**src/hdl/rvPkg.sv**
```systemverilog
package rvPkg;

    // Memory sizes in 32-bit words
    localparam int IMEM_WORDS = 64;
    localparam int DMEM_WORDS = 64;
    localparam int IMEM_AW = $clog2(IMEM_WORDS);
    localparam int DMEM_AW = $clog2(DMEM_WORDS);

    typedef logic [31:0] wordT;   // Data, address or instruction word
    typedef logic [4:0] regIdxT;  // Register file index

    // ALU operations
    typedef enum logic [3:0] {
        aluAdd   = 4'd0,
        aluSub   = 4'd1,
        aluAnd   = 4'd2,
        aluOr    = 4'd3,
        aluXor   = 4'd4,
        aluSlt   = 4'd5,
        aluSll   = 4'd6,
        aluSrl   = 4'd7,
        aluPassB = 4'd8   // lui
    } aluOpT;

    // Major opcodes of the supported RV32I subset
    typedef enum logic [6:0] {
        opReg    = 7'b0110011,
        opImm    = 7'b0010011,
        opLoad   = 7'b0000011,
        opStore  = 7'b0100011,
        opBranch = 7'b1100011,
        opLui    = 7'b0110111
    } opcodeT;

    // Immediate formats
    typedef enum logic [1:0] {
        immI = 2'd0,
        immS = 2'd1,
        immB = 2'd2,
        immU = 2'd3
    } immSelT;

endpackage

```
**src/hdl/regFile.sv**
```systemverilog
`timescale 1ns/1ps

module regFile
    import rvPkg::*;
(
    input  logic   CLK,
    input  logic   RST,
    input  regIdxT rs1,
    input  regIdxT rs2,
    input  regIdxT rd,
    input  logic   we,
    input  wordT   wdata,
    output wordT   rdata1,
    output wordT   rdata2
);

    // x0 has no storage
    wordT regs [31:1];

    always_ff @(posedge CLK) begin
        if (RST) begin
            for (int i = 1; i < 32; i++) begin
                regs[i] <= '0;
            end
        end else if (we && (rd != '0)) begin
            regs[rd] <= wdata;  // Writes to x0 dropped
        end
    end

    // Reads are combinational, x0 always zero
    assign rdata1 = (rs1 == '0) ? '0 : regs[rs1];
    assign rdata2 = (rs2 == '0) ? '0 : regs[rs2];

endmodule

```
**config.mk**
```make
export PLATFORM = sky130hd
export DESIGN_NAME = regFile
export DESIGN_NICKNAME = d
export VERILOG_FILES = /design/src/hdl/rvPkg.sv /design/src/hdl/regFile.sv
export SDC_FILE = /design/constraint.sdc
export NUM_CORES = 2
export LEC_CHECK = 0
export ABC_AREA = 1
export BUFFER_PORTS_ARGS = -buffer_cell sky130_fd_sc_hd__buf_4
export CORE_MARGIN = 1.5
export CORE_UTILIZATION = 45
export CTS_BUF_LIST = sky130_fd_sc_hd__clkbuf_8 sky130_fd_sc_hd__clkbuf_16
export CTS_CLUSTER_DIAMETER = 120
export DETAILED_ROUTE_END_ITERATION = 12
export PLACE_DENSITY = 0.62
export SYNTH_ARGS = -nofsm -noshare
export SYNTH_HDL_FRONTEND = slang
export SYNTH_SLANG_ARGS = --single-unit
```
**constraint.sdc**
```tcl
create_clock -name CLK -period 3.1 [get_ports CLK]
set_clock_uncertainty 0.15 [all_clocks]
set_input_delay 0.465 -clock CLK [delete_from_list [all_inputs] [get_ports CLK]]
set_output_delay 0.465 -clock CLK [all_outputs]
set_load 0.01 [all_outputs]
```
==> impl_metrics.yaml <==
finish:
  stdcell_area_mm2: 0.0646
  multi_input_area_mm2: 0.0228
  regArea_mm2: 0.0307
  layout-drive-gt1-share: 0.0919
  largest_register_ff_count: 1024
  top_register: "regs"
  nFillCells: 11500
  antennaDiodeCount: 0
  syn_to_final_growth_pct: 14.3
  fin_cells: 8978
  top_regs: "regs (1024)"
  fin_nets: 7303
placement:
  gp_congestion: 0.931
  dp_hpwl_um: 134000
  port_buffers: 113
  dpl_cell_area_mm2: 0.0609
  place_inst: 8746
floorplanning:
  die_area_mm2: 0.128
  core_mm2: 0.124
  num_rows: 129
  die_h_um: 357
  start_util: 0.455
  ioPinCount: 114
  die_w_um: 357
yosys:
  synth_area_mm2: 0.0565
  ys_warn_count: 0
  synthDistinctLibCells: 21
  yosysSeqAreaShare: 0.544
  avgSynthCellArea_um2: 7.80
  syn_inst: 7249
  ys_seq_elements: 1024
sta:
  worst_slew_pin_slew_ns: 0.793
  layout_min_cycle_time_ns: 3.09
  drv_slew: 0
  hold_viol: 0
  timing.final.crit_share: 0.998
  setup_violations: 0
  tns_ns: 0
  max_freq_mhz: 323
  holdWs_ns: 0.314
  grt_setup_unrepaired: "no"
  timing.slew.headroom: 0.467
power_and_ir_drop:
  p_total_mw: 34.1
  p_per_area_mw_per_mm2: 528
  max-vdd-ir-drop_uv: 406
  p_leak_nw: 27.0
clocking:
  cts_max_level: 3
  cts.path.max_buffers: 3
  cts.sinks: 1024
  clkTransAtPathRegs_ns: 0.06
  root_buffer: "clkbuf_16"
  cts_made_buffers: 110
  cts_tree: "yes"
critical_path:
  cp_max_fo: 22
  crit_path_start_kind: "input pin"
  arrival_ns: 2.48
  critical_path_required_ns: 2.48
  critPathKind: "input pin to output port"
  worstSetupEndpointType: "output port"
global_route:
  grt_max_degree: 79
  grt_pass1_vias: 49700
  grt_pass1_wl_um: 323000
  grt-ovfl-total: 0
  grtUsageTotal: 0.340
  antenna_found_initial: 4
min_path:
  holdCritPathClass: "input pin to register"
route:
  viasPerCell: 5.98
  drt_wl_total_um: 221000
  num_vias: 53700
  wl_per_cell_um: 24.7
  drc_errors: 0
  dr.pass1.iters: 8
  drtIter0Drc: 8758
  antenna_left: 0
status:
  status: "completed"
flow_run:
  cap_violations: 0
[stage by stage]
step / util / setup slack, ns
2_1_floorplan: - / 0.463
3_3_place_gp: 0.491 / -0.0320
3_5_place_dp: 0.491 / -0.0226
4_1_cts: 0.520 / 0.0654
5_1_grt: 0.521 / 0.000138
6_report: 0.521 / 0.00640
[per-layer routing]
metal | GRT usage | share of wire
met1 | 0.465 | 0.38
met2 | 0.521 | 0.44
met3 | 0.0698 | 0.13
met4 | 0.157 | 0.046
met5 | 0 | 0.00015
[Yosys cell counts]
| cell | count | area share |
|---|---|---|
| nor2_1 | 1787 | 0.12 |
| nand3_1 | 983 | 0.087 |
| o21ai_0 | 413 | 0.037 |
| o21ai_1 | 23 | 0.0020 |
| buf_2 | 228 | 0.020 |
| buf_6 | 1 | 0.00020 |
| nand4_1 | 1 | 0.00011 |
| clkinv_1 | 1 | 0.000066 |
| nor3_4 | 1 | 0.00029 |
| inv_2 | 5 | 0.00033 |
| edfxtp_1 | 1024 | 0.54 |
| buf_1 | 60 | 0.0040 |
| nor3_1 | 8 | 0.00071 |
| a21oi_1 | 123 | 0.011 |
| nor2_2 | 1 | 0.00011 |
| clkbuf_1 | 321 | 0.021 |
| buf_4 | 16 | 0.0021 |
| o211ai_1 | 23 | 0.0031 |
| nand2_1 | 2081 | 0.14 |
| conb_1 | 1 | 0.000066 |
| inv_1 | 148 | 0.0098 |
[placed cells by master, fill, tap and decap left out]
cell type,netlist,routed
buf_8,0,4
inv_8,0,4
dlygate4sd3_1,0,32
o21ai_0,413,412
inv_1,148,175
edfxtp_1,1024,1024
nor2_2,1,5
a21oi_1,123,123
bufinv_16,0,4
nand2_2,0,60
nand4_1,1,1
nand3_2,0,1
buf_4,16,343
inv_2,5,2
o21ai_1,23,24
inv_6,0,3
nor3_4,1,1
clkinv_2,0,23
conb_1,1,32
nand2_1,2081,2021
clkbuf_16,0,114
o211ai_1,23,23
clkinv_8,0,1
buf_6,1,3
nor3_1,8,8
clkinv_1,1,28
nor2_1,1787,1781
nand3_1,983,982
buf_12,0,105
nor2_4,0,2
[logic make-up after synthesis]
group	count (synthesis)	synth area share
compound gates	582	0.0526
simple gates	4862	0.345
other cells	1	0.0000664
flops	1024	0.544
buf+inv	780	0.0581
[path summary, 6_finish.rpt]
path,start,end,slack (ns),cells past startpoint
worst max-delay path,rs2[0],rdata2[6],0.006,11
worst min-delay path,wdata[7],regs[0][7]$_DFFE_PP_,0.31,2
[critical path, stage by stage]
cell	delay (ns)
buf_8	0.16
inv_8	0.24
buf_12	0.21
buf_4	0.27
o21ai_1	0.19
a21oi_1	0.29
nor2_1	0.08
nand2_1	0.17
nand2_1	0.08
nor2_1	0.14
buf_4	0.15
[power breakdown]
| group | switching, mW | internal, mW |
|---|---|---|
| combinational | 3.54 | 1.57 |
| sequential | 0.409 | 16.0 |
| clock | 5.70 | 6.90 |
[layout make-up]
class,instances,area share
clock buffers,114,0.0442
clock inverters,86,0.00738
inverters,154,0.00953
multi-input cells,5476,0.353
flip-flops and latches,1024,0.476
well taps,1637,0.0317
repair buffers,487,0.0788
[what timing repair did]
| action | in CTS | in global routing |
|---|---|---|
| setup endpoints to repair | 1 | 11 |
| hold endpoints to repair | 32 | 0 |
| buffers inserted | 0 | 0 |
| hold buffers | 32 | 0 |
| resized for setup | 1 | 7 |
Power figures use the tool's default switching activity.
