File: src/hdl/rvPkg.sv
package rvPkg;

    // Memory sizes in 32-bit words
    localparam int IMEM_WORDS = 64;
    localparam int DMEM_WORDS = 64;
    localparam int IMEM_AW = $clog2(IMEM_WORDS);
    localparam int DMEM_AW = $clog2(DMEM_WORDS);

    typedef logic [31:0] wordT;   // Data, address or instruction word
    typedef logic [4:0] regIdxT;  // Register file index

    // ALU operations
    typedef enum logic [3:0] {
        aluAdd   = 4'd0,
        aluSub   = 4'd1,
        aluAnd   = 4'd2,
        aluOr    = 4'd3,
        aluXor   = 4'd4,
        aluSlt   = 4'd5,
        aluSll   = 4'd6,
        aluSrl   = 4'd7,
        aluPassB = 4'd8   // lui
    } aluOpT;

    // Major opcodes of the supported RV32I subset
    typedef enum logic [6:0] {
        opReg    = 7'b0110011,
        opImm    = 7'b0010011,
        opLoad   = 7'b0000011,
        opStore  = 7'b0100011,
        opBranch = 7'b1100011,
        opLui    = 7'b0110111
    } opcodeT;

    // Immediate formats
    typedef enum logic [1:0] {
        immI = 2'd0,
        immS = 2'd1,
        immB = 2'd2,
        immU = 2'd3
    } immSelT;

endpackage

File: src/hdl/decoder.sv
`timescale 1ns/1ps

module decoder
    import rvPkg::*;
(
    input  wordT   instr,
    output regIdxT rs1,
    output regIdxT rs2,
    output regIdxT rd,
    output wordT   imm,
    output aluOpT  aluOp,
    output logic   aluSrcImm,  // Operand B from immediate
    output logic   regWrite,
    output logic   memWrite,
    output logic   memToReg,   // Writeback from data memory
    output logic   branch,
    output logic   branchNe    // bne rather than beq
);

    opcodeT     opcode;
    logic [2:0] funct3;
    logic       funct7b5;
    immSelT     immSel;

    // Shared funct3 map for R-type and I-type
    function automatic aluOpT aluFromFunct3(input logic [2:0] f3);
        case (f3)
            3'b001:  return aluSll;
            3'b010:  return aluSlt;
            3'b100:  return aluXor;
            3'b101:  return aluSrl;
            3'b110:  return aluOr;
            3'b111:  return aluAnd;
            default: return aluAdd;
        endcase
    endfunction

    assign opcode   = opcodeT'(instr[6:0]);
    assign funct3   = instr[14:12];
    assign funct7b5 = instr[30];

    assign rs1 = instr[19:15];
    assign rs2 = instr[24:20];
    assign rd  = instr[11:7];

    // Main control
    always_comb begin
        aluOp     = aluAdd;
        aluSrcImm = 1'b0;
        regWrite  = 1'b0;
        memWrite  = 1'b0;
        memToReg  = 1'b0;
        branch    = 1'b0;
        branchNe  = 1'b0;
        immSel    = immI;
        case (opcode)
            opReg: begin
                regWrite = 1'b1;
                if (funct3 == 3'b000 && funct7b5) begin
                    aluOp = aluSub;
                end else begin
                    aluOp = aluFromFunct3(funct3);
                end
            end
            opImm: begin
                regWrite  = 1'b1;
                aluSrcImm = 1'b1;
                aluOp     = aluFromFunct3(funct3);
            end
            opLoad: begin
                regWrite  = 1'b1;
                aluSrcImm = 1'b1;
                memToReg  = 1'b1;
            end
            opStore: begin
                memWrite  = 1'b1;
                aluSrcImm = 1'b1;
                immSel    = immS;
            end
            opBranch: begin
                aluOp    = aluSub;  // Zero flag means equal
                immSel   = immB;
                branch   = (funct3[2:1] == 2'b00);  // Only beq and bne
                branchNe = funct3[0];
            end
            opLui: begin
                regWrite  = 1'b1;
                aluSrcImm = 1'b1;
                aluOp     = aluPassB;
                immSel    = immU;
            end
            default: ;  // Unknown opcode acts as a nop
        endcase
    end

    // Sign-extended immediate
    always_comb begin
        case (immSel)
            immS:    imm = {{20{instr[31]}}, instr[31:25], instr[11:7]};
            immB:    imm = {{19{instr[31]}}, instr[31], instr[7], instr[30:25],
                            instr[11:8], 1'b0};
            immU:    imm = {instr[31:12], 12'b0};
            default: imm = {{20{instr[31]}}, instr[31:20]};
        endcase
    end

endmodule

File: config.mk
export PLATFORM = sky130hd
export DESIGN_NAME = decoder
export DESIGN_NICKNAME = d
export VERILOG_FILES = /design/src/hdl/rvPkg.sv /design/src/hdl/decoder.sv
export SDC_FILE = /design/constraint.sdc
export NUM_CORES = 1
export LEC_CHECK = 0
export ABC_AREA = 1
export CAP_MARGIN = 40
export CORE_AREA = 10 10 47 49
export DETAILED_ROUTE_END_ITERATION = 10
export DIE_AREA = 0 0 57 59
export DONT_BUFFER_PORTS = 1
export PLACE_DENSITY_LB_ADDON = 0.12
export SLEW_MARGIN = 40
export SYNTH_ARGS = -nofsm -noshare
export SYNTH_HDL_FRONTEND = slang
export SYNTH_SLANG_ARGS = --single-unit
File: constraint.sdc
create_clock -name vclk -period 2.02
set_input_delay 0.101 -clock vclk [all_inputs]
set_output_delay 0.101 -clock vclk [all_outputs]
set_load 0.1 [all_outputs]
==> reports/qor.txt <==
cts repair resizes: 0
HP Start: instr[18]
DR pass1 iterations: 4
diodes inserted: 0
Die Wd: 57 um
# port buffers: 0
drt wl/cell: 15.2 um
Finished Layout Cells: 172
die height: 59 um
PwrDens: 436 nW/um^2
Seq cells: 0
Worst Max-Slew Pin Slew: 0.319 ns
final setup fails: 0
Final Critical Period: 1.37 ns
Core Rows: 14
Worst EP arrival: 1.27 ns
setup bufs post-CTS: 0
CP max FO: 19
worst hold path depth: 0
crit start category: primary input
syn avg cell area: 5.04 sq um
DR iter-0 viols: 19
Hold Path Sink: rs1[3]
hold_buf cts: 0
worst hold path class: primary input to output port
commonest non-fill, non-tap cell in the layout: buf_4
footprint of the multi-input gates: 514 sq um
via count: 881
most frequent cells in the layout: 40 x buf_4, 37 x nand2_1, 19 x inv_1
worst setup path class: primary input to output port
worst rel slew slack: 78.7%
DRT antenna net count: 0
post-synth top area cell: nand2_1
status: completed
Vias per Instance: 5.12
Area contributors post-synth: nand2_1 21%, buf_4 18%, nand3_1 13%
slowest CP cell: buf_4
post-synthesis sequential area ratio: 0%
CP dominant cell by count: nand2_1
number of global-route vias before repair: 937
RSZ-0062 raised after global routing: no
crit-path cells: nand2_1 -> nor2_1 -> nand2_4 -> inv_4 -> nand2_1 -> nand2_1 -> buf_4
Fmax: 730 MHz
Initial Util: 48.2%
Post-Route WL: 2610 um
area growth from synthesis to layout: 38.7%
Final Util: 66.9%
core area: 1400 sq um
FF+latch area: 0 sq um
DIE AREA: 3360 sq um
final setup TNS: 0 ns
Placed Cells: 172
first-pass GRT wire length: 4260 um
critical path endpoint category: output port
# fillers: 142
share of cells above drive strength 1: 44.9%
Final Wtd Congestion: 0.750
# IOs: 89
max cap viols: 0
# clk buffers: 0
Netlist cell types: 18
Synth Cell Area: 676 sq um
global route overflow: 0
Final Hold Fails: 0
Gate Count Post-Synth: 134
critical path required time: 1.92 ns
Final #Nets: 190
Ys Warns: 0
initial antenna violation count: 0
max-slew violations: 0
largest net degree at the start of global routing: 20
DR DRC count: 0
total track usage: 14.5%
Leak: 0.000555 uW
Post-DP HPWL: 2310 um
Crit path largest cell delay: 0.29 ns
Yosys top cell area share: 20.6%
Max VDD drop: 0.215 mV
Net Count, Synth: 166
Total Power: 409 uW
final cycle utilization of the critical path: 67.8%
## report_power, final
group / leakage (uW) / total, uW / switching, uW / internal [uW]
Sequential: 0 / 0 / 0 / 0
Clock: 0 / 0 / 0 / 0
Combinational: 0.000555 / 409 / 336 / 72.2
## cell usage after synthesis (all sizes together)
cell type / instances
a21oi: 1
buf: 19
inv: 20
nand2: 43
nand3: 17
nand4: 1
nor2: 20
nor3: 2
o211ai: 1
o21ai: 10
## per-layer routing
layer	global-route usage (%)	wire length (um)
met4	2.68	41
met1	12.3	807
met2	29.6	1360
met5	0	0
met3	7.08	395
## worst max-delay path: cells and delay by family
family                 cells  cell delay [ns]
buffers and inverters      2             0.53
AND/OR/NAND/NOR            5             0.63
## through the flow
stage / area, sq um / setup WS (ns) / hold WS [ns]
3_5_place_dp: 937 / 0.645 / 0.203
6_report: 937 / 0.650 / 0.202
5_1_grt: 937 / 0.493 / 0.202
3_3_place_gp: 937 / 0.715 / 0.203
2_1_floorplan: 693 / -0.685 / 0.386
4_1_cts: 937 / 0.645 / 0.203
## cell type report
| type | instances | share of cell area [%] |
|---|---|---|
| Tap cell | 16 | 2.14 |
| Inverter | 20 | 8.28 |
| Multi-Input combinational cell | 95 | 54.9 |
| Timing Repair Buffer | 41 | 34.7 |
## kinds of logic after synthesis
family,share of synthesized area (%)
AND/OR/NAND/NOR,55.2
AO/OA/AOI/OAI,9.26
buffers and inverters,35.6
## worst max-delay path by stage
stage | start | to | depth (start not counted)
2_1_floorplan | instr[1] | imm[12] | 4
3_3_place_gp | instr[1] | imm[21] | 7
3_5_place_dp | instr[1] | imm[24] | 7
4_1_cts | instr[1] | imm[24] | 7
5_1_grt | instr[1] | imm[22] | 7
6_report | instr[1] | imm[22] | 7
Note: power is estimated with default switching activity, not from simulation.
