### src/hdl/rvPkg.sv
package rvPkg;

    // Memory sizes in 32-bit words
    localparam int IMEM_WORDS = 64;
    localparam int DMEM_WORDS = 64;
    localparam int IMEM_AW = $clog2(IMEM_WORDS);
    localparam int DMEM_AW = $clog2(DMEM_WORDS);

    typedef logic [31:0] wordT;   // Data, address or instruction word
    typedef logic [4:0] regIdxT;  // Register file index

    // ALU operations
    typedef enum logic [3:0] {
        aluAdd   = 4'd0,
        aluSub   = 4'd1,
        aluAnd   = 4'd2,
        aluOr    = 4'd3,
        aluXor   = 4'd4,
        aluSlt   = 4'd5,
        aluSll   = 4'd6,
        aluSrl   = 4'd7,
        aluPassB = 4'd8   // lui
    } aluOpT;

    // Major opcodes of the supported RV32I subset
    typedef enum logic [6:0] {
        opReg    = 7'b0110011,
        opImm    = 7'b0010011,
        opLoad   = 7'b0000011,
        opStore  = 7'b0100011,
        opBranch = 7'b1100011,
        opLui    = 7'b0110111
    } opcodeT;

    // Immediate formats
    typedef enum logic [1:0] {
        immI = 2'd0,
        immS = 2'd1,
        immB = 2'd2,
        immU = 2'd3
    } immSelT;

endpackage

### src/hdl/instMem.sv
`timescale 1ns/1ps

module instMem
    import rvPkg::*;
(
    input  logic               CLK,
    input  logic               we,        // Host program load
    input  logic [IMEM_AW-1:0] loadAddr,
    input  wordT               loadData,
    input  logic [IMEM_AW-1:0] addr,      // Fetch word address
    output wordT               rdata
);

    wordT mem [IMEM_WORDS];

    // Program load from the host
    always_ff @(posedge CLK) begin
        if (we) begin
            mem[loadAddr] <= loadData;
        end
    end

    assign rdata = mem[addr];  // Fetch is combinational

endmodule

### config.mk
export PLATFORM = sky130hd
export DESIGN_NAME = instMem
export DESIGN_NICKNAME = d
export VERILOG_FILES = /design/src/hdl/rvPkg.sv /design/src/hdl/instMem.sv
export SDC_FILE = /design/constraint.sdc
export NUM_CORES = 2
export LEC_CHECK = 0
export BUFFER_PORTS_ARGS = -buffer_cell sky130_fd_sc_hd__buf_2
export CAP_MARGIN = 20
export CORE_ASPECT_RATIO = 1.25
export CORE_MARGIN = 5
export CORE_UTILIZATION = 60
export CTS_CLUSTER_SIZE = 12
export DETAILED_ROUTE_END_ITERATION = 10
export GPL_ROUTABILITY_DRIVEN = 0
export PLACE_DENSITY = 0.78
export SLEW_MARGIN = 20
export SYNTH_ARGS = -nofsm -noshare
export SYNTH_HDL_FRONTEND = slang
export SYNTH_SLANG_ARGS = --single-unit
### constraint.sdc
create_clock -name CLK -period 10.35 [get_ports CLK]
set_input_delay 2.07 -clock CLK [delete_from_list [all_inputs] [get_ports CLK]]
set_output_delay 2.07 -clock CLK [all_outputs]
set_load 0.02 [all_outputs]
==> flow_summary.json <==
{
  "cts_resized": 0,
  "core.rowCount": 147,
  "grt_pass1_vias": 39160,
  "hold_viol_final": 0,
  "rsz0062_at_grt": "false",
  "slew_violations": 0,
  "finish.utilization_pct": 66.94,
  "hp-class": "input port to flop",
  "fin_crit_sh_pct": 74.64,
  "synth_mux_area_share_pct": 16.93,
  "initial_utilization_pct": 60.49,
  "ys_seq_area_share_pct": 78.97,
  "firstDrtPassIters": 5,
  "slowest_delay_ns": 0.68,
  "path_depth": 8,
  "clk_pin_slew_ns": 0.06,
  "antenna_found_initial": 19,
  "seq_power_share_pct": 56.7,
  "synthCells": 3292,
  "postLayoutCellArea_sq_um": 86180,
  "core_sq_um": 128700,
  "tightestPinTransition_ns": 1.150,
  "postCtsSetupRepairBufs": 0,
  "largest_reg_flops": 2048,
  "areaGrowthSynthToFinish_pct": 10.66,
  "dp_hpwl_mm": 99.99,
  "dieHeight_um": 412.8,
  "drv_cap": 0,
  "synth_area_sq_um": 77870,
  "dp_cells": 4999,
  "critical_path_buf_inv_count": 4,
  "p_sw_share_pct": 20.85,
  "clockRootBuffer": "clkbuf_16",
  "final_nets": 3530,
  "cp_slowest_cell": "buf_4",
  "drive_above_1_share_pct": 28.31,
  "synthAdderAreaFrac_pct": 0,
  "hold_buffers": 0,
  "critPathCaptureType": "output port",
  "ir_drop_mv": 0.1998,
  "synth-compound-area-share_pct": 1.687,
  "power.density_nw_per_um2": 188.4,
  "grt_pass1_wl_mm": 284.9,
  "dieArea_sq_um": 137100,
  "ys_ff_latch": 2048,
  "start_kind": "input port",
  "synth-simple-area-share_pct": 1.276,
  "die_w_um": 332.2,
  "path_max_fanout": 74,
  "grt_start_max_net_pins": 113,
  "antenna_left": 0,
  "drcViolationCount": 0,
  "htreeDepth": 4,
  "outcome": "complete, no violations",
  "ys_types": 33,
  "cp.arrival_ns": 5.66,
  "reg_top3": "mem (2048)",
  "drtIter0Drc": 5921,
  "power_leakage_nw": 26.53,
  "synth_top_family_by_area": "multiplexers",
  "grt_overflow_total": 0,
  "track_usage_pct": 29.52,
  "cts_buffer_depth": 3,
  "io_pins": 78,
  "synth-xor-area-share_pct": 0,
  "clkPwrFrac_pct": 38.1,
  "top_register": "mem",
  "hp-start": "loadData[24]",
  "slew_headroom_pct": 23.32,
  "setup_tns_ns": 0,
  "cts_sinks": 2048,
  "p_int_w": 0.01285,
  "setup_viol": 0,
  "finalCriticalPeriod_ns": 7.725,
  "fin_cells": 5264,
  "worstPathRequired_ns": 8.28,
  "vias": 37710,
  "p_sw_w": 0.003386,
  "min_delay_path_depth": 1,
  "post_dp_cell_area_sq_um": 80860,
  "hold_end": "mem[7][24]$_DFFE_PP_",
  "cts_tree": "done",
  "fmax_mhz": 129.4,
  "crit_chain": "buf_8 > buf_4 > buf_4 > mux4_2 > mux4_2 > o22ai_1 > nor2_1 > buf_2",
  "wl_per_cell_um": 38.10,
  "p_comb_share_pct": 5.2,
  "drt-vias-per-instance": 7.164,
  "numCtsBuffers": 193,
  "critPathTopFamily": "buffers and inverters",
  "wl_mm": 200.5,
  "yosys_warnings": 0,
  "synthesis.nets": 3338,
  "io_buffers": 77,
  "fill_cells": 7609,
  "critPathKind": "input port to output port",
  "syn_area_per_cell_sq_um": 23.66
}
## worst max path at each step
stage                     startpoint   endpoint  slack [ns]
after CTS                    addr[0]  rdata[13]        2.54
after detailed placement     addr[0]  rdata[15]        2.58
after global placement       addr[0]  rdata[15]        2.69
after global routing         addr[0]  rdata[15]        2.40
after floorplan              addr[1]  rdata[13]        4.41
final                        addr[0]  rdata[15]        2.62
## Yosys cell counts
cell type,number,share of area [%]
mux2i_1,93,1.2
nand3b_1,5,0.048
o221ai_1,27,0.30
nand2b_1,8,0.064
a22oi_1,12,0.12
or2_0,1,0.0080
buf_6,5,0.072
and3_1,4,0.032
nor2b_1,15,0.12
a41o_1,4,0.051
buf_1,21,0.10
buf_2,57,0.37
or3b_1,2,0.022
nand4b_1,1,0.011
nand3_1,5,0.032
and2_1,2,0.016
edfxtp_1,2048,79
o22ai_1,84,0.67
buf_4,25,0.24
nand2_1,26,0.13
a31oi_1,1,0.0080
a311oi_1,8,0.090
or2_1,1,0.0080
or2_2,1,0.0080
nor2_1,137,0.66
or3_1,3,0.024
nand4_1,2,0.016
or3b_2,3,0.034
mux4_2,544,16
o32ai_1,4,0.045
clkbuf_1,74,0.36
nor3_1,7,0.045
a21oi_1,62,0.40
## power by group through the flow
stage | clock (W) | combinational (W) | sequential (W)
after floorplan | 0 | 0.000480 | 0.00937
final | 0.00619 | 0.000845 | 0.00920
after global placement | 0 | 0.000795 | 0.00937
after detailed placement | 0 | 0.000825 | 0.00938
after CTS | 0.00625 | 0.000837 | 0.00921
after global routing | 0.00661 | 0.000882 | 0.00920
## layout by cell type, fill, tap and decap left out, types with 3 or more instances in the layout
| cell type | Yosys | routed |
|---|---|---|
| clkbuf_1 | 74 | 29 |
| diode_2 | 0 | 11 |
| a21oi_1 | 62 | 62 |
| nor2_1 | 137 | 75 |
| buf_2 | 57 | 55 |
| inv_6 | 0 | 9 |
| nor3_1 | 7 | 5 |
| buf_12 | 0 | 9 |
| a311oi_1 | 8 | 8 |
| mux2i_1 | 93 | 93 |
| a41o_1 | 4 | 4 |
| mux4_2 | 544 | 544 |
| buf_4 | 25 | 111 |
| o221ai_1 | 27 | 27 |
| clkbuf_16 | 0 | 193 |
| nand3_1 | 5 | 5 |
| clkinv_1 | 0 | 14 |
| and3_1 | 4 | 4 |
| o32ai_1 | 4 | 4 |
| nand3b_1 | 5 | 5 |
| nand2_1 | 26 | 25 |
| buf_8 | 0 | 3 |
| nor2b_1 | 15 | 15 |
| or3b_2 | 3 | 3 |
| o22ai_1 | 84 | 84 |
| nor2_4 | 0 | 62 |
| a22oi_1 | 12 | 12 |
| nand2b_1 | 8 | 7 |
| or3_1 | 3 | 3 |
| edfxtp_1 | 2048 | 2048 |
## area by class of cell
type                       instances  area, sq um  area share [%]
tap                             1713         2143           2.487
clock buffer                     222         4938           5.731
timing repair buffer             179         1361           1.580
clock inverter                    29        239.0          0.2773
antenna                           11        27.53         0.03194
sequential                      2048        61500           71.36
multi-input combinational       1062        15970           18.53
## metrics by stage
stage	setup slack [ns]	total power (W)	hold WS [ns]
6_report	2.625	0.01624	1.674
5_1_grt	2.399	0.01670	1.652
4_1_cts	2.540	0.01629	1.941
3_5_place_dp	2.579	0.01020	2.812
3_3_place_gp	2.687	0.01017	2.746
2_1_floorplan	4.406	0.009849	2.169
## layer usage
layer	GRT usage (%)	vias up	wire length, um
met5	0	-	86
met4	13.12	14	10110
met3	7.371	545	25650
met2	48.45	3037	99560
met1	38.27	19680	65130
li1	-	14440	-
## cell families after synthesis
logic type / Yosys count
AOI/OAI and AO/OA: 202
buffers and inverters: 182
DFF: 2048
muxes: 637
and+or+nand+nor: 223
Note: power is estimated with default switching activity, not from simulation.
