`src/hdl/rvPkg.sv`:
```
package rvPkg;

    // Memory sizes in 32-bit words
    localparam int IMEM_WORDS = 64;
    localparam int DMEM_WORDS = 64;
    localparam int IMEM_AW = $clog2(IMEM_WORDS);
    localparam int DMEM_AW = $clog2(DMEM_WORDS);

    typedef logic [31:0] wordT;   // Data, address or instruction word
    typedef logic [4:0] regIdxT;  // Register file index

    // ALU operations
    typedef enum logic [3:0] {
        aluAdd   = 4'd0,
        aluSub   = 4'd1,
        aluAnd   = 4'd2,
        aluOr    = 4'd3,
        aluXor   = 4'd4,
        aluSlt   = 4'd5,
        aluSll   = 4'd6,
        aluSrl   = 4'd7,
        aluPassB = 4'd8   // lui
    } aluOpT;

    // Major opcodes of the supported RV32I subset
    typedef enum logic [6:0] {
        opReg    = 7'b0110011,
        opImm    = 7'b0010011,
        opLoad   = 7'b0000011,
        opStore  = 7'b0100011,
        opBranch = 7'b1100011,
        opLui    = 7'b0110111
    } opcodeT;

    // Immediate formats
    typedef enum logic [1:0] {
        immI = 2'd0,
        immS = 2'd1,
        immB = 2'd2,
        immU = 2'd3
    } immSelT;

endpackage

```
`src/hdl/alu.sv`:
```
`timescale 1ns/1ps

module alu
    import rvPkg::*;
(
    input  wordT  a,
    input  wordT  b,
    input  aluOpT op,
    output wordT  result,
    output logic  zero    // Used by beq and bne
);

    logic [4:0] shamt;

    assign shamt = b[4:0];  // Only the low five bits shift

    always_comb begin
        case (op)
            aluAdd:   result = a + b;
            aluSub:   result = a - b;
            aluAnd:   result = a & b;
            aluOr:    result = a | b;
            aluXor:   result = a ^ b;
            aluSlt:   result = ($signed(a) < $signed(b)) ? 32'd1 : 32'd0;
            aluSll:   result = a << shamt;
            aluSrl:   result = a >> shamt;
            aluPassB: result = b;
            default:  result = '0;
        endcase
    end

    assign zero = (result == '0);

endmodule

```
`config.mk`:
```
export PLATFORM = sky130hd
export DESIGN_NAME = alu
export DESIGN_NICKNAME = d
export VERILOG_FILES = /design/src/hdl/rvPkg.sv /design/src/hdl/alu.sv
export SDC_FILE = /design/constraint.sdc
export NUM_CORES = 1
export LEC_CHECK = 0
export BUFFER_PORTS_ARGS = -buffer_cell sky130_fd_sc_hd__buf_4
export CAP_MARGIN = 20
export CORE_MARGIN = 2
export CORE_UTILIZATION = 35
export DETAILED_ROUTE_END_ITERATION = 6
export GPL_ROUTABILITY_DRIVEN = 0
export PLACE_DENSITY = 0.59
export RECOVER_POWER = 25
export SLEW_MARGIN = 10
export SYNTH_ARGS = -nofsm -noshare
export SYNTH_HDL_FRONTEND = slang
export SYNTH_SLANG_ARGS = --single-unit
```
`constraint.sdc`:
```
create_clock -name vclk -period 5.8
set_clock_uncertainty 0.2 [all_clocks]
set_input_delay 0.29 -clock vclk [all_inputs]
set_output_delay 0.29 -clock vclk [all_outputs]
set_load 0.03 [all_outputs]
```
==> results of run 1 <==
-- kinds of logic after synthesis --
family,Yosys count
multiplexers,115
AO/OA/AOI/OAI,493
XOR/XNOR,11
buffers and inverters,209
AND/OR/NAND/NOR,405
adder cells (fa/ha/maj),99
-- cell usage in the layout, fill, tap and decap left out, types with 6 or more instances in the layout --
| cell type | count |
|---|---|
| sky130_fd_sc_hd__a221o_1 | 9 |
| sky130_fd_sc_hd__or4_1 | 6 |
| sky130_fd_sc_hd__xnor2_1 | 10 |
| sky130_fd_sc_hd__nor2b_1 | 18 |
| sky130_fd_sc_hd__nand2b_1 | 11 |
| sky130_fd_sc_hd__o221ai_1 | 22 |
| sky130_fd_sc_hd__nor3_1 | 19 |
| sky130_fd_sc_hd__nand2_1 | 114 |
| sky130_fd_sc_hd__o41ai_1 | 7 |
| sky130_fd_sc_hd__inv_1 | 99 |
| sky130_fd_sc_hd__and2_1 | 7 |
| sky130_fd_sc_hd__and3_1 | 9 |
| sky130_fd_sc_hd__ha_1 | 97 |
| sky130_fd_sc_hd__a21oi_1 | 120 |
| sky130_fd_sc_hd__nor4_1 | 14 |
| sky130_fd_sc_hd__o31a_1 | 6 |
| sky130_fd_sc_hd__buf_4 | 126 |
| sky130_fd_sc_hd__o21ai_0 | 67 |
| sky130_fd_sc_hd__mux2_2 | 27 |
| sky130_fd_sc_hd__a31oi_1 | 12 |
| sky130_fd_sc_hd__nand3_1 | 35 |
| sky130_fd_sc_hd__a21o_1 | 17 |
| sky130_fd_sc_hd__o21a_1 | 7 |
| sky130_fd_sc_hd__mux2i_1 | 52 |
| sky130_fd_sc_hd__o211ai_1 | 28 |
| sky130_fd_sc_hd__o21bai_1 | 14 |
| sky130_fd_sc_hd__a211oi_1 | 27 |
| sky130_fd_sc_hd__nor2_1 | 113 |
| sky130_fd_sc_hd__o22ai_1 | 27 |
| sky130_fd_sc_hd__mux4_2 | 32 |
| sky130_fd_sc_hd__o31ai_1 | 11 |
| sky130_fd_sc_hd__a2111oi_0 | 6 |
| sky130_fd_sc_hd__a221oi_1 | 17 |
| sky130_fd_sc_hd__a22oi_1 | 27 |
| sky130_fd_sc_hd__a211o_1 | 11 |
| sky130_fd_sc_hd__nand4_1 | 11 |
| sky130_fd_sc_hd__nand3b_1 | 7 |
-- worst max path at each step --
stage               start   end  slack (ps)  depth (start not counted)
detailed placement   b[0]  zero         820                         15
global route         b[0]  zero         380                         15
finish               b[3]  zero         630                         14
CTS                  b[0]  zero         810                         15
global placement     b[2]  zero         790                         14
floorplan            b[3]  zero         990                         17
-- power by group through the flow --
stage / Sequential [mW] / Clock (mW) / Combinational [mW]
finish: 0 / 0 / 1.12
global route: 0 / 0 / 1.18
CTS: 0 / 0 / 1.08
detailed placement: 0 / 0 / 1.07
global placement: 0 / 0 / 1.07
floorplan: 0 / 0 / 0.703
-- layout make-up --
cell class	instances	area share, %
Tap cell	335	4.14
Timing Repair Buffer	128	9.42
Multi-Input combinational cell	1123	82.7
Inverter	101	3.75
-- metrics by stage --
stage	util, %	instance area (um2)	hold WS, ps	power (mW)	instances
finish	39.0	10100	947	1.12	1687
detailed placement	39.0	10100	946	1.07	1687
global placement	39.0	10100	941	1.07	1687
global route	39.0	10100	1010	1.18	1687
floorplan	-	9210	743	0.703	1332
CTS	39.0	10100	944	1.08	1687
-- routing by layer --
metal / vias to the layer above / wire length (um) / part of all wire, %
li1: 5122 / - / -
met1: 5510 / 17800 / 39
met2: 970 / 18600 / 41
met3: 194 / 5940 / 13
met4: 4 / 3260 / 7.1
met5: - / 57 / 0.12
==> out/qor_table.md, run 1 <==
| Parameter | Reported |
| --- | --- |
| Gate power share | 100.0% |
| Reg area | 0 um2 |
| Area of the multi-input gates | 8370 um2 |
| Post-CTS setup buffers | 0 |
| Seq_cells | 0 |
| Routing layer with the top usage in global route | met2 |
| Die height | 166 um |
| Total of hold buffers inserted after clock tree synthesis | 0 |
| Number of fill cells | 2829 |
| Number of inserted diodes | 0 |
| Most common library cells after synthesis | sky130_fd_sc_hd__a21oi_1 (120), sky130_fd_sc_hd__nand2_1 (114), sky130_fd_sc_hd__nor2_1 (113) |
| Sequential fraction of the synthesis area | 0% |
| Final cycle utilization of the critical path | 89.2% |
| Vias per cell | 6.99 |
| Final Hold Vio Count | 0 |
| Clock buffer instance count of the final layout | 0 |
| P_int | 0.392 mW |
| Number of ports placed on the die boundary | 101 |
| Critical path data required time | 5310 ps |
| Crit-path max cell delay | 920 ps |
| Pins Over Slew Limit | 16 |
| Post-layout minimum cycle time | 5170 ps |
| Count of warnings emitted by yosys | 0 |
| Post-layout net count | 1521 |
| Post-Synth XOR/XNOR Area | 1.05% |
| Part of the power in registers | 0% |
| Critical path buffers and inverters | 3 |
| CP Cell Sequence | buf_4 -> buf_4 -> ha_1 -> a21o_1 -> a31oi_1 -> a21oi_1 -> o21a_1 -> a21oi_1 -> o41ai_1 -> nor4b_1 -> o211ai_1 -> nor4b_1 -> and4b_1 -> buf_4 |
| Transition time at the pin with the least slew margin | 1650 ps |
| Mean instance size in the synthesized netlist | 6.92 um2 |
| Pin count of the biggest net entering global routing | 73 |
| Final setup violation count | 0 |
| Crit-path max FO | 63 |
| Met2 usage in global routing | 46.9% |
| Violation count after the first detailed-route iteration | 1944 |
| Placement-stage worst setup slack | 819 ps |
| Post-synth net total | 1499 |
| Total via count in the routed design | 11800 |
| Proportion of layout cells with a drive suffix above 1 | 15.5% |
| Post-synthesis instance area | 9210 um2 |
| Data arrival, critical path | 4680 ps |
| Violations in the final reports | DRC, capacitance limit, slew limit |
| Total length of routed wires | 45.6 mm |
| Width of the die | 166 um |
| Setup crit end kind | primary output |
| Worst slew margin relative to its limit | -10.2% |
| Met3 capacity usage during global routing | 8.15% |
| Launch point of the worst hold path | b[28] |
| Area fraction in compound gates after synthesis | 36.8% |
| Maximum vdd ir drop | 0.0000777 V |
| Most instantiated library cell after synthesis | sky130_fd_sc_hd__a21oi_1 |
| Main combinational cell family by area after synthesis | compound AO/OA/AOI/OAI gates |
| Pwr per Cell Area | 111 nW/um2 |
| Area share of fa/ha/maj cells after synthesis | 13.6% |
| Critical path start-end classification | primary input to primary output |
| Top achievable clock speed | 0.193 GHz |
| Total congestion overflow after global routing | 0 |
| Number of global-route vias before repair | 10900 |
| Cell row count | 59 |
| Starting utilization of the core area | 35.5% |
| Met1 usage in global routing | 41.7% |
| Synth top area cells | sky130_fd_sc_hd__ha_1 (13%), sky130_fd_sc_hd__mux4_2 (7.8%), sky130_fd_sc_hd__a21oi_1 (6.5%) |
| Power share of the clock group | 0% |
| Switching power total | 0.730 mW |
| Library cells used by synthesis | 89 |
| Sw Ratio | 65.1% |
| Cells on Worst Hold Path | 6 |
| Share of the synthesized area in the top cell type | 13.2% |
| Hold-critical path endpoint | result[28] |
| Setup repair after global routing missed its margin | no |
| First-pass iteration count of the detailed router | 7 |
| Residual antenna-violating net count after detailed routing | 0 |
| Crit path setup slack, layout | 628 ps |
| Class of the tightest hold or removal check | primary input to primary output |
| Die footprint | 27600 um2 |
| Kind of cell adding the most delay to the critical path | compound AO/OA/AOI/OAI gates |
| Gate Count Post-Synth | 1332 |
| Final-layout setup total negative slack | 0 ps |
| Max-cap viol count | 1 |
| Cell type with the highest occurrence count on the critical path | sky130_fd_sc_hd__buf_4 |
| Yosys top cell by area | sky130_fd_sc_hd__ha_1 |
| Number of antenna violations at the first check in global routing | 1 |
| Wire length of the first global-routing pass | 69.1 mm |
| Static leakage | 4.28 nW |
| Cell with the largest stage delay on the worst path | sky130_fd_sc_hd__o41ai_1 |
| Post-synthesis mux area share | 17.3% |
| CP Launch Type | primary input |
| Cells resized by post-CTS repair | 0 |
| Count of unresolved DRC violations after routing | 136 |
| DP HPWL | 34.9 mm |
| Wire per inst | 27.1 um |
| Number of I/O port buffers | 101 |
| Tot GR Track Use | 31.4% |
| Synth-to-layout area growth | 9.87% |
| Post-synthesis simple-gate area fraction | 21.7% |
| CORE AREA | 26000 um2 |
| Run status | finished, violations left |
(Power assumes the default switching activity.)
==> run 2: changes to the inputs <==
--- a/config.mk
+++ b/config.mk
@@ -5,13 +5,12 @@
 export SDC_FILE = /design/constraint.sdc
 export NUM_CORES = 1
 export LEC_CHECK = 0
-export BUFFER_PORTS_ARGS = -buffer_cell sky130_fd_sc_hd__buf_4
 export CAP_MARGIN = 20
 export CORE_MARGIN = 2
 export CORE_UTILIZATION = 35
 export DETAILED_ROUTE_END_ITERATION = 6
-export GPL_ROUTABILITY_DRIVEN = 0
-export PLACE_DENSITY = 0.59
+export DONT_BUFFER_PORTS = 1
+export PLACE_DENSITY = 0.56
 export RECOVER_POWER = 25
 export SLEW_MARGIN = 10
 export SYNTH_ARGS = -nofsm -noshare
==> out/qor_table.md, run 2 (synthesized netlist as in run 1, its figures left out) <==
| Parameter | Reported | Delta |
| --- | --- | --- |
| Number of fill cells | 2840 | was 2829 |
| Commonest cells after routing, fill and taps aside | sky130_fd_sc_hd__a21oi_1 (120), sky130_fd_sc_hd__nand2_1 (114), sky130_fd_sc_hd__nor2_1 (113) | was sky130_fd_sc_hd__buf_4 (126), sky130_fd_sc_hd__a21oi_1 (120), sky130_fd_sc_hd__nand2_1 (114) |
| Synth-to-layout area growth | 2.12% | was 9.87% |
| Residual antenna-violating net count after detailed routing | 0 | unchanged |
| Number of global-route vias before repair | 10500 | was 10900 |
| Die height | 166 um | unchanged |
| Number of antenna violations at the first check in global routing | 2 | was 1 |
| Wire per inst | 29.6 um | was 27.1 um |
| CP Launch Type | primary input | unchanged |
| Proportion of layout cells with a drive suffix above 1 | 9.08% | was 15.5% |
| Total congestion overflow after global routing | 0 | unchanged |
| Count of unresolved DRC violations after routing | 0 | was 136 |
| Width of the die | 166 um | unchanged |
| Routability Congestion | 1.07 |  |
| Vias per cell | 7.08 | was 6.99 |
| Final-layout setup total negative slack | 0 ps | unchanged |
| Setup repair after global routing missed its margin | no | unchanged |
| Die footprint | 27600 um2 | unchanged |
| Starting utilization of the core area | 35.5% | unchanged |
| Area of the multi-input gates | 8370 um2 | unchanged |
| Cell with the largest stage delay on the worst path | sky130_fd_sc_hd__a2111oi_0 | was sky130_fd_sc_hd__o41ai_1 |
| Data arrival, critical path | 4870 ps | was 4680 ps |
| CP Cell Sequence | inv_2 -> ha_1 -> o21bai_1 -> nand3_1 -> a2111oi_0 -> nor3_1 -> buf_4 -> a31oi_1 -> or4_1 -> nand4_1 -> nor4_1 -> nand3_1 -> nor4b_1 -> and4b_1 | was buf_4 -> buf_4 -> ha_1 -> a21o_1 -> a31oi_1 -> a21oi_1 -> o21a_1 -> a21oi_1 -> o41ai_1 -> nor4b_1 -> o211ai_1 -> nor4b_1 -> and4b_1 -> buf_4 |
| Post-layout net count | 1425 | was 1521 |
| Top achievable clock speed | 0.187 GHz | was 0.193 GHz |
| Wire length of the first global-routing pass | 69.0 mm | was 69.1 mm |
| Pin count of the biggest net entering global routing | 81 | was 73 |
| Critical path start-end classification | primary input to primary output | unchanged |
| Class of the tightest hold or removal check | primary input to primary output | unchanged |
| Critical path buffers and inverters | 2 | was 3 |
| Kind of cell adding the most delay to the critical path | simple AND/OR/NAND/NOR gates | was compound AO/OA/AOI/OAI gates |
| Final setup violation count | 0 | unchanged |
| Worst slew margin relative to its limit | 14.1% | was -10.2% |
| Total via count in the routed design | 11300 | was 11800 |
| Reg area | 0 um2 | unchanged |
| Critical path data required time | 5310 ps | about the same |
| Cell type with the highest occurrence count on the critical path | sky130_fd_sc_hd__nand3_1 | was sky130_fd_sc_hd__buf_4 |
| Most frequent standard cell in the layout excluding fill and tap cells | sky130_fd_sc_hd__a21oi_1 | was sky130_fd_sc_hd__buf_4 |
| Setup crit end kind | primary output | unchanged |
| Post-CTS setup buffers | 0 | unchanged |
| Total of hold buffers inserted after clock tree synthesis | 0 | unchanged |
| First-pass iteration count of the detailed router | 7 | unchanged |
| Cell row count | 59 | unchanged |
| Post-layout minimum cycle time | 5360 ps | was 5170 ps |
| Violation count after the first detailed-route iteration | 1463 | was 1944 |
| Run status | completed | was finished, violations left |
| Number of I/O port buffers | 0 | was 101 |
| Max-cap viol count | 0 | was 1 |
| Total length of routed wires | 47.1 mm | was 45.6 mm |
| CORE AREA | 26000 um2 | unchanged |
| DP HPWL | 36.5 mm | was 34.9 mm |
| Dpl cells | 1591 | was 1687 |
| Final cycle utilization of the critical path | 92.4% | was 89.2% |
| Clock buffer instance count of the final layout | 0 | unchanged |
| Final Hold Vio Count | 0 | unchanged |
| Crit-path max cell delay | 580 ps | was 920 ps |
| Tot GR Track Use | 32.1% | was 31.4% |
| Crit-path max FO | 53 | was 63 |
| Seq_cells | 0 | unchanged |
| Number of ports placed on the die boundary | 101 | unchanged |
| Pins Over Slew Limit | 0 | was 16 |
| Transition time at the pin with the least slew margin | 1290 ps | was 1650 ps |
| Final std cells w/o fill | 1592 | was 1687 |
| Cells resized by post-CTS repair | 0 | unchanged |
run 2: cell types whose count changed in the layout (fill, tap and decap cells not counted):
cell,previous run,this run
sky130_fd_sc_hd__mux2_2,27,26
sky130_fd_sc_hd__clkbuf_1,2,1
sky130_fd_sc_hd__mux2_1,2,3
sky130_fd_sc_hd__diode_2,0,1
sky130_fd_sc_hd__buf_4,126,31
run 2: area by class of cell:
cell class         count  share of cell area (%)
inverters            101                    4.03
well taps            335                    4.46
multi-input cells   1123                    89.0
repair buffers        32                    2.51
diodes                 1                  0.0266
run 2: final timing paths:
check	start	to	cells past startpoint
worst min-delay path	b[11]	result[11]	5
worst max-delay path	b[1]	zero	14
run 2: metal layers:
metal | vias up | part of all wire, % | global-route usage, %
met5 | - | 0.040 | 0
met3 | 158 | 12 | 7.03
met1 | 5312 | 40 | 42.3
met4 | 2 | 6.0 | 15.1
li1 | 4958 | - | -
met2 | 834 | 43 | 50.0
run 2: worst min-delay path: cells and delay by family:
kind,cells,cell delay [ps]
simple gates,2,90
buf+inv,1,190
compound gates,2,160
run 2: through the flow:
step	hold slack [ps]	cell area [um2]	util, %	setup slack, ps
2_1_floorplan	743	9210	-	990
3_3_place_gp	805	9410	36.2	507
3_5_place_dp	820	9410	36.2	504
4_1_cts	820	9410	36.2	492
5_1_grt	849	9410	36.2	109
6_report	820	9410	36.2	439
==> run 3: changes to the inputs <==
--- a/config.mk
+++ b/config.mk
@@ -5,7 +5,7 @@
 export SDC_FILE = /design/constraint.sdc
 export NUM_CORES = 1
 export LEC_CHECK = 0
-export CAP_MARGIN = 20
+export ABC_AREA = 1
 export CORE_MARGIN = 2
 export CORE_UTILIZATION = 35
 export DETAILED_ROUTE_END_ITERATION = 6
==> out/qor_table.md, run 3 <==
| Parameter | Reported | Delta |
| --- | --- | --- |
| Seq_cells | 0 | unchanged |
| Number of I/O port buffers | 0 | unchanged |
| Dpl cells | 2410 | was 1591 |
| Post-synthesis instance area | 10200 um2 | was 9210 um2 |
| Wire length on met3 | 4.99 mm | was 5.56 mm |
| Utilization after layout | 35.5% | was 36.2% |
| Starting utilization of the core area | 35.5% | about the same |
| Cell row count | 62 | was 59 |
| Transition time at the pin with the least slew margin | 1200 ps | was 1290 ps |
| Max-cap viol count | 0 | unchanged |
| Mean instance size in the synthesized netlist | 4.79 um2 | was 6.92 um2 |
| Post-layout minimum cycle time | 4550 ps | was 5360 ps |
| Top achievable clock speed | 0.220 GHz | was 0.187 GHz |
| Design Area, Final | 10200 um2 | was 9410 um2 |
| Die height | 174 um | was 166 um |
| Residual antenna-violating net count after detailed routing | 0 | unchanged |
| Cells resized by post-CTS repair | 0 | unchanged |
| Data arrival, critical path | 4060 ps | was 4870 ps |
| Synth top area cells | sky130_fd_sc_hd__nand2_1 (24%), sky130_fd_sc_hd__nand3_1 (22%), sky130_fd_sc_hd__ha_1 (12%) | was sky130_fd_sc_hd__ha_1 (13%), sky130_fd_sc_hd__mux4_2 (7.8%), sky130_fd_sc_hd__a21oi_1 (6.5%) |
| Detail Route met2 WL | 22.3 mm | was 20.1 mm |
| Number of antenna violations at the first check in global routing | 1 | was 2 |
| Violation count after the first detailed-route iteration | 1875 | was 1463 |
| Routability Congestion | 1.06 | was 1.07 |
| Critical path start-end classification | primary input to primary output | unchanged |
| Setup crit end kind | primary output | unchanged |
| Total congestion overflow after global routing | 0 | unchanged |
| Most frequent standard cell in the layout excluding fill and tap cells | sky130_fd_sc_hd__nand2_1 | was sky130_fd_sc_hd__a21oi_1 |
| Gate Count Post-Synth | 2118 | was 1332 |
| Commonest cells after routing, fill and taps aside | sky130_fd_sc_hd__nand2_1 (655), sky130_fd_sc_hd__nand3_1 (454), sky130_fd_sc_hd__inv_1 (318) | was sky130_fd_sc_hd__a21oi_1 (120), sky130_fd_sc_hd__nand2_1 (114), sky130_fd_sc_hd__nor2_1 (113) |
| Final setup violation count | 0 | unchanged |
| Share of the synthesized area in the top cell type | 24.2% | was 13.2% |
| Worst slew margin relative to its limit | 19.8% | was 14.1% |
| CP Launch Type | primary input | unchanged |
| Die footprint | 30400 um2 | was 27600 um2 |
| Width of the die | 174 um | was 166 um |
| CORE AREA | 28600 um2 | was 26000 um2 |
| Yosys top cell by area | sky130_fd_sc_hd__nand2_1 | was sky130_fd_sc_hd__ha_1 |
| Run status | completed | unchanged |
| Clock buffer instance count of the final layout | 0 | unchanged |
| Post-CTS setup buffers | 0 | unchanged |
| Setup repair after global routing missed its margin | no | unchanged |
| Tot GR Track Use | 31.4% | was 32.1% |
| Total of hold buffers inserted after clock tree synthesis | 0 | unchanged |
| Count of warnings emitted by yosys | 0 | unchanged |
| Met1 Wirelength | 20.7 mm | was 18.7 mm |
| Class of the tightest hold or removal check | primary input to primary output | unchanged |
| Pwr per Cell Area | 94.2 nW/um2 |  |
| Proportion of layout cells with a drive suffix above 1 | 2.07% | was 9.08% |
| Wire length of the first global-routing pass | 74.0 mm | was 69.0 mm |
| Final Hold Vio Count | 0 | unchanged |
| Wire per inst | 20.8 um | was 29.6 um |
| Static leakage | 5.79 nW |  |
| DP HPWL | 41.2 mm | was 36.5 mm |
| Post-layout net count | 2195 | was 1425 |
| Crit-path max FO | 70 | was 53 |
| Most common library cells after synthesis | sky130_fd_sc_hd__nand2_1 (655), sky130_fd_sc_hd__nand3_1 (454), sky130_fd_sc_hd__inv_1 (318) | was sky130_fd_sc_hd__a21oi_1 (120), sky130_fd_sc_hd__nand2_1 (114), sky130_fd_sc_hd__nor2_1 (113) |
| Number of global-route vias before repair | 12600 | was 10500 |
| Maximum vdd ir drop | 0.0000663 V |  |
| Final-layout setup total negative slack | 0 ps | unchanged |
| Area after detailed placement | 10200 um2 | was 9410 um2 |
| Total via count in the routed design | 13900 | was 11300 |
| Post-synth net total | 2285 | was 1499 |
| Vias per cell | 5.78 | was 7.08 |
| Sequential fraction of the synthesis area | 0% | unchanged |
| Total power consumption of the routed design | 0.958 mW |  |
| Reg area | 0 um2 | unchanged |
| Most instantiated library cell after synthesis | sky130_fd_sc_hd__nand2_1 | was sky130_fd_sc_hd__a21oi_1 |
| Total length of routed wires | 50.0 mm | was 47.1 mm |
| Final cycle utilization of the critical path | 78.4% | was 92.4% |
| Number of fill cells | 3433 | was 2840 |
| Library cells used by synthesis | 39 | was 89 |
| Final std cells w/o fill | 2411 | was 1592 |
| Number of ports placed on the die boundary | 101 | unchanged |
| Count of unresolved DRC violations after routing | 0 | unchanged |
| Synth-to-layout area growth | 0.185% | was 2.12% |
| Pins Over Slew Limit | 0 | unchanged |
| Pin count of the biggest net entering global routing | 71 | was 81 |
| Critical path data required time | 5310 ps | about the same |
| Uppermost layer routed | met4 | was met5 |
| First-pass iteration count of the detailed router | 6 | was 7 |
run 3: cell type report:
class | count | area, um2 | area share [%]
well taps | 384 | 480 | 4.72
inverters | 327 | 1230 | 12.1
diodes | 1 | 2.50 | 0.0246
multi-input cells | 1693 | 8410 | 82.7
repair buffers | 6 | 45.0 | 0.443
run 3: worst max-delay path: stages:
cell and delay [ps]:
sky130_fd_sc_hd__inv_2 650, sky130_fd_sc_hd__ha_1 450, sky130_fd_sc_hd__nor2_1 160, sky130_fd_sc_hd__nand2_1 90, sky130_fd_sc_hd__nand3_1 160, sky130_fd_sc_hd__nand2_1 70, sky130_fd_sc_hd__nand2_1 160, sky130_fd_sc_hd__nand2_1 70
sky130_fd_sc_hd__nand2_1 210, sky130_fd_sc_hd__nand2_1 110, sky130_fd_sc_hd__nand2_1 70, sky130_fd_sc_hd__nand2_1 40, sky130_fd_sc_hd__nand3_1 70, sky130_fd_sc_hd__nand3_1 320, sky130_fd_sc_hd__nor2_1 320, sky130_fd_sc_hd__nand2_1 80
sky130_fd_sc_hd__nor2_1 100, sky130_fd_sc_hd__nand2_1 60, sky130_fd_sc_hd__nor2_1 560
run 3: kinds of logic (layout without fill, tap and decap cells):
kind of cell / count (synthesis) / count (layout) / share of synthesized area, %
AOI/OAI and AO/OA: 174 / 174 / 9.86
xor gates and xnor gates: 1 / 1 / 0.0863
buffers and inverters: 425 / 333 / 17.2
other: 0 / 1 / 0
adders and majority gates: 99 / 99 / 12.4
and+or+nand+nor: 1419 / 1419 / 60.5
run 3: layer usage:
| metal | up-vias | GRT usage, % |
|---|---|---|
| met3 | 122 | 3.57 |
| met4 | 0 | 9.91 |
| li1 | 6589 | - |
| met2 | 814 | 52.1 |
| met5 | - | 0 |
| met1 | 6406 | 42.4 |
run 3: metrics by stage:
stage | setup slack (ps) | hold slack [ps]
2_1_floorplan | 2120 | 675
3_3_place_gp | 1460 | 754
3_5_place_dp | 1390 | 746
4_1_cts | 1380 | 746
5_1_grt | 1050 | 743
6_report | 1250 | 739
run 3: final timing paths:
path              start   endpoint  slack [ps]  depth (start not counted)
setup / recovery   b[1]       zero        1250                         19
hold / removal     b[4]  result[4]         740                          3
run 3: report_power, final:
group          internal (mW)  switching (mW)     total (mW)
clock          0.00000000392               0  0.00000000393
sequential                 0               0              0
combinational          0.253           0.705          0.958
total                  0.253           0.705          0.958
